File: src/rtl/spdif_pkg.sv
// ========================================
// S/PDIF transmitter shared definitions
// Widths, slot counts, preamble patterns
// and the state and preamble encodings
// ========================================
package spdif_pkg;

    // ========================================
    // Sub-frame word layout
    // ========================================
    // Audio bits per sub-frame, sent MSB first
    localparam int AUDIO_W = 24;
    // Control bits in the order V, U, C, P
    localparam int CTRL_W = 4;
    // Audio in the upper bits, control in the lower bits
    localparam int WORD_W = AUDIO_W + CTRL_W;

    // ========================================
    // Line timing
    // ========================================
    // One bit_clk_i cycle per half bit, 32 bit cells
    localparam int SLOTS_PER_SUBFRAME = 64;
    // Four preamble bit cells
    localparam int PREAMBLE_SLOTS = 8;
    localparam int SLOT_W = $clog2(SLOTS_PER_SUBFRAME);
    // 192 frames of two sub-frames each
    localparam int SUBFRAMES_PER_BLOCK = 384;
    localparam int BLOCK_W = $clog2(SUBFRAMES_PER_BLOCK);

    // Preamble patterns for a high line level before the sub-frame
    // Bit 7 goes out first; the encoder complements them after a low level
    localparam logic [PREAMBLE_SLOTS-1:0] PREAMBLE_B = 8'b0001_0111;
    localparam logic [PREAMBLE_SLOTS-1:0] PREAMBLE_M = 8'b0001_1101;
    localparam logic [PREAMBLE_SLOTS-1:0] PREAMBLE_W = 8'b0001_1011;

    // ========================================
    // Encodings
    // ========================================
    // B opens a block, M marks the other left sub-frames, W the right ones
    typedef enum logic [1:0] {
        PRE_B,
        PRE_M,
        PRE_W
    } preamble_e;

    // Transmitter phases within a sub-frame
    typedef enum logic [1:0] {
        ST_IDLE,
        ST_PREAMBLE,
        ST_SAMPLE,
        ST_CONTROL
    } tx_state_e;

endpackage

File: src/rtl/sample_capture.sv
// ========================================
// Sub-frame word intake
// Four-phase req/ack handshake into a
// single holding register
// ========================================
module sample_capture (
    input  logic                          bit_clk_i,
    input  logic                          reset_i,
    input  logic                          sample_req_i,
    input  logic [spdif_pkg::AUDIO_W-1:0] sample_data_i,
    input  logic [spdif_pkg::CTRL_W-1:0]  sample_ctrl_i,
    // Word moved into the encoder this cycle
    input  logic                          load_i,
    output logic                          sample_ack_o,
    output logic                          word_valid_o,
    output logic [spdif_pkg::WORD_W-1:0]  word_o
);

    logic                         ack_q;
    logic                         valid_q;
    logic [spdif_pkg::WORD_W-1:0] word_q;
    // Accept only with an empty buffer and a finished previous handshake
    logic                         take;

    assign take = sample_req_i && !ack_q && !valid_q;

    // ========================================
    // Handshake and valid flag
    // ========================================
    always_ff @(posedge bit_clk_i or posedge reset_i) begin
        if (reset_i) begin
            ack_q   <= 1'b0;
            valid_q <= 1'b0;
        end else begin
            // ack rises with the latch, drops once req has gone low
            if (take) begin
                ack_q <= 1'b1;
            end else if (ack_q && !sample_req_i) begin
                ack_q <= 1'b0;
            end
            // Buffer fills on take, empties when the encoder takes the word
            if (take) begin
                valid_q <= 1'b1;
            end else if (load_i) begin
                valid_q <= 1'b0;
            end
        end
    end

    // Holding register, audio on top and V, U, C, P at the bottom
    always_ff @(posedge bit_clk_i) begin
        if (take) begin
            word_q <= {sample_data_i, sample_ctrl_i};
        end
    end

    assign sample_ack_o = ack_q;
    assign word_valid_o = valid_q;
    assign word_o       = word_q;

endmodule

File: src/rtl/subframe_fsm.sv
// ========================================
// Sub-frame sequencer
// Walks idle, preamble, sample and control
// phases and starts each sub-frame
// ========================================
module subframe_fsm (
    input  logic                 bit_clk_i,
    input  logic                 reset_i,
    input  logic                 word_valid_i,
    // Phase ends from the slot timer
    input  logic                 preamble_end_i,
    input  logic                 sample_end_i,
    input  logic                 subframe_end_i,
    output spdif_pkg::tx_state_e state_o,
    output logic                 load_o,
    output logic                 streaming_o
);

    spdif_pkg::tx_state_e state_q;
    spdif_pkg::tx_state_e state_d;
    logic                 load;
    logic                 streaming_q;

    // ========================================
    // Next state and load
    // ========================================
    always_comb begin
        state_d = state_q;
        load    = 1'b0;
        case (state_q)
            spdif_pkg::ST_IDLE: begin
                // Start as soon as a word sits in the buffer
                if (word_valid_i) begin
                    load    = 1'b1;
                    state_d = spdif_pkg::ST_PREAMBLE;
                end
            end
            spdif_pkg::ST_PREAMBLE: begin
                if (preamble_end_i) begin
                    state_d = spdif_pkg::ST_SAMPLE;
                end
            end
            spdif_pkg::ST_SAMPLE: begin
                if (sample_end_i) begin
                    state_d = spdif_pkg::ST_CONTROL;
                end
            end
            spdif_pkg::ST_CONTROL: begin
                if (subframe_end_i) begin
                    // Back to back with the next word, else stop the stream
                    if (word_valid_i) begin
                        load    = 1'b1;
                        state_d = spdif_pkg::ST_PREAMBLE;
                    end else begin
                        state_d = spdif_pkg::ST_IDLE;
                    end
                end
            end
            default: begin
                state_d = spdif_pkg::ST_IDLE;
            end
        endcase
    end

    // ========================================
    // State and streaming flag
    // ========================================
    always_ff @(posedge bit_clk_i or posedge reset_i) begin
        if (reset_i) begin
            state_q     <= spdif_pkg::ST_IDLE;
            streaming_q <= 1'b0;
        end else begin
            state_q     <= state_d;
            // Rises with the first preamble half-bit, falls on underrun
            streaming_q <= (state_d != spdif_pkg::ST_IDLE);
        end
    end

    assign state_o     = state_q;
    assign load_o      = load;
    assign streaming_o = streaming_q;

endmodule

File: src/rtl/slot_timer.sv
// ========================================
// Slot and block timer
// Half-bit slot within a sub-frame, and
// sub-frame index within a 384 block
// ========================================
module slot_timer (
    input  logic                         bit_clk_i,
    input  logic                         reset_i,
    input  spdif_pkg::tx_state_e         state_i,
    input  logic                         load_i,
    output logic                         preamble_end_o,
    output logic                         sample_end_o,
    output logic                         subframe_end_o,
    // Slot currently on the line
    output logic [spdif_pkg::SLOT_W-1:0] slot_o,
    output spdif_pkg::preamble_e         preamble_kind_o
);

    logic [spdif_pkg::SLOT_W-1:0]  slot_q;
    // Index of the next sub-frame to start
    logic [spdif_pkg::BLOCK_W-1:0] block_q;

    // ========================================
    // Phase ends on the last slot of each phase
    // ========================================
    assign preamble_end_o = (state_i == spdif_pkg::ST_PREAMBLE) &&
        (slot_q == spdif_pkg::SLOT_W'(spdif_pkg::PREAMBLE_SLOTS - 1));
    // Two slots per audio bit after the preamble
    assign sample_end_o = (state_i == spdif_pkg::ST_SAMPLE) &&
        (slot_q == spdif_pkg::SLOT_W'(spdif_pkg::PREAMBLE_SLOTS + 2 * spdif_pkg::AUDIO_W - 1));
    assign subframe_end_o = (state_i == spdif_pkg::ST_CONTROL) &&
        (slot_q == spdif_pkg::SLOT_W'(spdif_pkg::SLOTS_PER_SUBFRAME - 1));

    always_ff @(posedge bit_clk_i or posedge reset_i) begin
        if (reset_i) begin
            slot_q  <= '0;
            block_q <= '0;
        end else begin
            // Slot count, natural wrap at 64
            if (load_i) begin
                slot_q <= '0;
            end else if (state_i != spdif_pkg::ST_IDLE) begin
                slot_q <= slot_q + spdif_pkg::SLOT_W'(1);
            end
            // Block count advances per sub-frame, restarts on underrun
            if (load_i) begin
                if (block_q == spdif_pkg::BLOCK_W'(spdif_pkg::SUBFRAMES_PER_BLOCK - 1)) begin
                    block_q <= '0;
                end else begin
                    block_q <= block_q + spdif_pkg::BLOCK_W'(1);
                end
            end else if (subframe_end_o) begin
                block_q <= '0;
            end
        end
    end

    // B opens the block, even indexes are left (M), odd are right (W)
    always_comb begin
        if (block_q == '0) begin
            preamble_kind_o = spdif_pkg::PRE_B;
        end else if (block_q[0]) begin
            preamble_kind_o = spdif_pkg::PRE_W;
        end else begin
            preamble_kind_o = spdif_pkg::PRE_M;
        end
    end

    assign slot_o = slot_q;

endmodule

File: src/rtl/bmc_encoder.sv
// ========================================
// Biphase-mark line encoder
// Picks the preamble, shifts the word out
// MSB first and drives the S/PDIF line
// ========================================
module bmc_encoder (
    input  logic                         bit_clk_i,
    input  logic                         reset_i,
    input  logic                         load_i,
    input  logic [spdif_pkg::WORD_W-1:0] word_i,
    input  spdif_pkg::preamble_e         preamble_kind_i,
    input  spdif_pkg::tx_state_e         state_i,
    // Slot currently on the line
    input  logic [spdif_pkg::SLOT_W-1:0] slot_i,
    output logic                         spdif_o
);

    logic                                 spdif_q;
    logic [spdif_pkg::WORD_W-1:0]         word_q;
    logic [spdif_pkg::PREAMBLE_SLOTS-1:0] preamble_q;
    logic [spdif_pkg::PREAMBLE_SLOTS-1:0] pattern;
    // Slot that goes out on the coming edge
    logic [spdif_pkg::SLOT_W-1:0]         next_slot;
    logic                                 active;
    logic                                 in_preamble;

    assign next_slot   = slot_i + spdif_pkg::SLOT_W'(1);
    // Nothing to send in idle or past the last slot
    assign active      = (state_i != spdif_pkg::ST_IDLE) && (next_slot != '0);
    assign in_preamble = (next_slot < spdif_pkg::SLOT_W'(spdif_pkg::PREAMBLE_SLOTS));

    // ========================================
    // Preamble selection
    // ========================================
    always_comb begin
        case (preamble_kind_i)
            spdif_pkg::PRE_B: pattern = spdif_pkg::PREAMBLE_B;
            spdif_pkg::PRE_M: pattern = spdif_pkg::PREAMBLE_M;
            default:          pattern = spdif_pkg::PREAMBLE_W;
        endcase
    end

    // ========================================
    // Word and preamble registers
    // ========================================
    always_ff @(posedge bit_clk_i) begin
        if (load_i) begin
            word_q     <= word_i;
            // Complement after a low level so the first half-bit inverts it
            preamble_q <= spdif_q ? pattern : ~pattern;
        end else if (active && !in_preamble && next_slot[0]) begin
            // Bit cell done after its second half
            word_q <= word_q << 1;
        end
    end

    // ========================================
    // Line driver
    // ========================================
    always_ff @(posedge bit_clk_i or posedge reset_i) begin
        if (reset_i) begin
            spdif_q <= 1'b1;
        end else if (load_i) begin
            // First preamble half-bit, always the inverse of the line
            spdif_q <= ~spdif_q;
        end else if (active) begin
            if (in_preamble) begin
                // Pattern bit 7 is slot 0
                spdif_q <= preamble_q[3'(spdif_pkg::PREAMBLE_SLOTS - 1) - next_slot[2:0]];
            end else if (!next_slot[0]) begin
                // Transition at every cell boundary
                spdif_q <= ~spdif_q;
            end else if (word_q[spdif_pkg::WORD_W-1]) begin
                // Mid-cell transition marks a 1
                spdif_q <= ~spdif_q;
            end
        end
    end

    assign spdif_o = spdif_q;

endmodule

File: src/rtl/spdif_tx_top.sv
// ========================================
// S/PDIF transmitter top level
// Takes 28-bit sub-frame words over a
// four-phase req/ack handshake and sends
// them as biphase-mark sub-frames
// ========================================
module spdif_tx_top (
    input  logic                          bit_clk_i,
    input  logic                          reset_i,
    // Four-phase word source
    input  logic                          sample_req_i,
    input  logic [spdif_pkg::AUDIO_W-1:0] sample_data_i,
    input  logic [spdif_pkg::CTRL_W-1:0]  sample_ctrl_i,
    output logic                          sample_ack_o,
    // Line side
    output logic                          streaming_o,
    output logic                          spdif_o
);

    // Holding buffer to encoder and FSM
    logic                         word_valid;
    logic [spdif_pkg::WORD_W-1:0] word;
    // Start of a sub-frame, frees the buffer
    logic                         load;
    spdif_pkg::tx_state_e         state;
    // Phase ends from the timer
    logic                         preamble_end;
    logic                         sample_end;
    logic                         subframe_end;
    logic [spdif_pkg::SLOT_W-1:0] slot;
    spdif_pkg::preamble_e         preamble_kind;

    // ========================================
    // Word intake
    // ========================================
    sample_capture capture0 (
        .bit_clk_i     (bit_clk_i),
        .reset_i       (reset_i),
        .sample_req_i  (sample_req_i),
        .sample_data_i (sample_data_i),
        .sample_ctrl_i (sample_ctrl_i),
        .load_i        (load),
        .sample_ack_o  (sample_ack_o),
        .word_valid_o  (word_valid),
        .word_o        (word)
    );

    // ========================================
    // Sequencing and timing
    // ========================================
    subframe_fsm fsm0 (
        .bit_clk_i      (bit_clk_i),
        .reset_i        (reset_i),
        .word_valid_i   (word_valid),
        .preamble_end_i (preamble_end),
        .sample_end_i   (sample_end),
        .subframe_end_i (subframe_end),
        .state_o        (state),
        .load_o         (load),
        .streaming_o    (streaming_o)
    );

    slot_timer timer0 (
        .bit_clk_i       (bit_clk_i),
        .reset_i         (reset_i),
        .state_i         (state),
        .load_i          (load),
        .preamble_end_o  (preamble_end),
        .sample_end_o    (sample_end),
        .subframe_end_o  (subframe_end),
        .slot_o          (slot),
        .preamble_kind_o (preamble_kind)
    );

    // ========================================
    // Line driver
    // ========================================
    bmc_encoder encoder0 (
        .bit_clk_i       (bit_clk_i),
        .reset_i         (reset_i),
        .load_i          (load),
        .word_i          (word),
        .preamble_kind_i (preamble_kind),
        .state_i         (state),
        .slot_i          (slot),
        .spdif_o         (spdif_o)
    );

endmodule

File: config.mk
export PLATFORM = sky130hd
export DESIGN_NAME = spdif_tx_top
export DESIGN_NICKNAME = d
export VERILOG_FILES = /design/src/rtl/spdif_pkg.sv /design/src/rtl/sample_capture.sv /design/src/rtl/subframe_fsm.sv /design/src/rtl/slot_timer.sv /design/src/rtl/bmc_encoder.sv /design/src/rtl/spdif_tx_top.sv
export SDC_FILE = /design/constraint.sdc
export NUM_CORES = 1
export LEC_CHECK = 0
export ABC_AREA = 1
export BUFFER_PORTS_ARGS = -buffer_cell sky130_fd_sc_hd__clkbuf_2
export CAP_MARGIN = 30
export CORE_ASPECT_RATIO = 1.5
export CORE_MARGIN = 3
export CORE_UTILIZATION = 25
export CTS_CLUSTER_DIAMETER = 200
export DETAILED_ROUTE_END_ITERATION = 16
export PLACE_DENSITY = 0.45
export SKIP_LAST_GASP = 1
export SLEW_MARGIN = 10
export SYNTH_ARGS = -nofsm -noshare
export SYNTH_HDL_FRONTEND = slang
export SYNTH_SLANG_ARGS = --single-unit
File: constraint.sdc
create_clock -name bit_clk_i -period 7.7 [get_ports bit_clk_i]
set_input_delay 0.385 -clock bit_clk_i [delete_from_list [all_inputs] [get_ports bit_clk_i]]
set_output_delay 0.385 -clock bit_clk_i [all_outputs]
set_load 0.03 [all_outputs]
==> reports/results.txt <==
Status: finished clean
Crit-path cells: inv_1, ha_1, inv_1, nand2_2, nand2_4, inv_4, a31oi_1, inv_1, buf_16
Power density over the cells: 224 nW/um^2
Post-synthesis simple-gate area fraction: 0.197
Vias per cell: 4.12
Global route overflow: 0
WP buf/inv: 5
Startpoint Class: flop
Largest family of logic cells by synthesized area: simple AND/OR/NAND/NOR gates
Critical Path Most Common Cell: inv_1
Synth Area in Compound Gates: 0.0507
Area Overhead vs Synth: 20.0%
CP Capture Type: flop
Asr flop ratio synth: 0.253
Gate Count Post-Synth: 343
Post-Synth Adder-Cell Area: 0.0274
CTS buffer count: 9
Synth Area in XOR/XNOR: 0.0192
Leading area contributor after synthesis: edfxtp_1
Data arrival, critical path: 2920 ps
Cells after DPL: 562
Post-synth EDFFs: 62
Leakage: 1.91 nW
Flop-to-flop setup slack: 4810 ps
# diodes: 0
Detailed Place HPWL: 4.58 mm
Num rows: 53
IO buf count: 33
Critical path fanouts, max: 42
WHS: 225 ps
# H-tree levels: 3
Root Driver: clkbuf_16
RSZ-0062 raised after global routing: false
Crit path largest cell delay: 450 ps
Syn nets: 382
Die Footprint: 16100 sq um
CTS Sinks: 83
Worst skew pair latency: 330 ps
DRC: 0
TritonCTS clock tree: done
Critical path capture point: encoder0.word_q[7]$_DFFE_PP_
Syn Area/Cell: 10.6 sq um
Worst hold path class: input pin to flop
DR WL/cell: 11.7 um
CP Data Required Time: 7740 ps
Nets: 422
Worst reg2reg path endpoint: encoder0.word_q[7]$_DFFE_PP_
Ys flop type: edfxtp_1
Count leader, synth: nand2_1
Setup violations, final: 0
Crit path max-delay cell type: inv_4
Peak supply drop: 0.132 mV
Synth top area share: 0.510
Min Tclk post-route: 2890 ps
Clock-pin slew of the registers on the worst-case setup and hold paths: 60 ps
Initial antenna violation count: 0
Pwr Total: 0.984 mW
Mux contribution to synthesized area: 0
Die extent in x: 105 um
Synth Cell Area: 3650 sq um
Clock skew: 7.03 ps
CP Class: flop to flop
Synthesized flop and latch total: 83
Core area: 14200 sq um
Maximum operating frequency: 347 MHz
Largest net degree at the start of global routing: 43
I/O Pins: 34
Final wirelength: 6.79 mm
Initial DRC Count: 161
Die extent in y: 154 um
Placer Congestion: 0.802
Cell family with most CP delay: buffers and inverters
Cts repair resizes: 0
Tcrit/Tclk final: 0.375
Worst r2r src: fsm0.state_o[0]$_DFF_PP0_
Vias post-DR: 2387
Iteration count of the initial detailed-routing pass: 5
Critical Path Source: fsm0.state_o[0]$_DFF_PP0_
Max_slew headroom: 0.698
Total track usage: 0.0907
Initial Util: 0.257
Register area share after synthesis: 0.654
Yosys synthesis warning count: 0
Final hold violation count: 0
Final slew viol count: 0
Post-CTS Setup Repair Bufs: 0
CTS Buffer Depth: 2
Synth area leaders: edfxtp_1, dfrtp_1, nand2_1
First-pass GRT wire length: 11.7 mm
Vias in the first global route: 2409
Share of cells above drive strength 1: 0.160
Critical path depth: 9
Filler cells: 1510
Setup TNS: 0 ps
Final non-filler cell total: 580
Worst Max-Slew Pin Slew: 454 ps
Post-synth top cells: nand2_1, edfxtp_1, inv_1
Count of cell types in the netlist: 32
Post-route antenna net violation count: 0
R2R depth: 9
Total of max-cap violations: 0
[per-layer routing]
metal,global-route usage,part of all wire,up-vias
li1,-,-,1212
met1,0.108,0.43,1120
met5,0,0,-
met2,0.156,0.52,44
met4,0.0356,0.018,0
met3,0.0227,0.032,11
[logic make-up (layout without fill, tap and decap cells)]
| family | after synthesis | after routing |
|---|---|---|
| simple gates | 175 | 175 |
| flops | 83 | 83 |
| buf+inv | 38 | 83 |
| compound gates | 31 | 31 |
| fa+ha+maj | 8 | 8 |
| xor+xnor | 8 | 8 |
[timing repair]
action | CTS | global route
hold buffers | 0 | 1
endpoints found under the setup margin | 0 | 0
endpoints found under the hold margin | 0 | 5
[how the worst min path moves through the flow]
| stage | startpoint | end | slack [ps] | cells past startpoint |
|---|---|---|---|---|
| finish | sample_data_i[7] | capture0.word_o[11]$_DFFE_PP_ | 220 | 1 |
| global route | sample_data_i[5] | capture0.word_o[9]$_DFFE_PP_ | 210 | 1 |
| CTS | sample_data_i[7] | capture0.word_o[11]$_DFFE_PP_ | 210 | 1 |
| detailed placement | capture0.word_o[2]$_DFFE_PP_ | encoder0.word_q[2]$_DFFE_PP_ | 500 | 2 |
| global placement | capture0.word_o[11]$_DFFE_PP_ | encoder0.word_q[11]$_DFFE_PP_ | 500 | 2 |
| floorplan | reset_i | capture0.sample_ack_o$_DFFE_PP0P_ | 360 | 1 |
[report_power, final]
group          internal [mW]  switching (mW)
registers              0.492         0.00367
clock network          0.302           0.162
logic                0.00979          0.0146
total                  0.804           0.180
[cell type report]
type	instances	area (sq um)	share of cell area
Clock buffer	14	264	0.0602
Multi-Input combinational cell	222	1080	0.246
Tap cell	192	240	0.0548
Clock inverter	2	60.1	0.0137
Inverter	30	115	0.0263
Sequential cell	83	2390	0.545
Timing Repair Buffer	37	238	0.0542
[registers in the layout, summed over array words and instances (netlist names), 2 cells and up]
name,count
timer0.slot_o,6
timer0.block_q,9
encoder0.preamble_q,6
capture0.word_o,28
fsm0.state_o,2
encoder0.word_q,28
[cells in the final DEF, fill, tap and decap left out, drive strengths merged, types with 2 or more instances in the layout]
master / count
nand2: 135
edfxtp: 62
clkbuf: 47
inv: 29
dfrtp: 20
nor2: 17
o21ai: 15
nand3: 14
ha: 8
xor2: 7
nand4: 6
a21oi: 6
a31oi: 3
buf: 3
o21bai: 2
o211ai: 2
bufinv: 2
o22ai: 2
[worst reg2reg max path, cell delays in order, from the launching register on]
cell	delay [ps]
dfrtp_1	420
inv_1	170
ha_1	320
inv_1	170
nand2_2	120
nand2_4	250
inv_4	480
a31oi_1	90
inv_1	350
buf_16	220
[through the flow]
stage | setup slack, ps | utilization | instance area [sq um]
2_1_floorplan | 4700 | - | 3650
3_3_place_gp | 4490 | 0.282 | 4000
3_5_place_dp | 4770 | 0.283 | 4020
4_1_cts | 4770 | 0.306 | 4350
5_1_grt | 4480 | 0.309 | 4380
6_report | 4810 | 0.309 | 4380
Note: power is estimated with default switching activity, not from simulation.
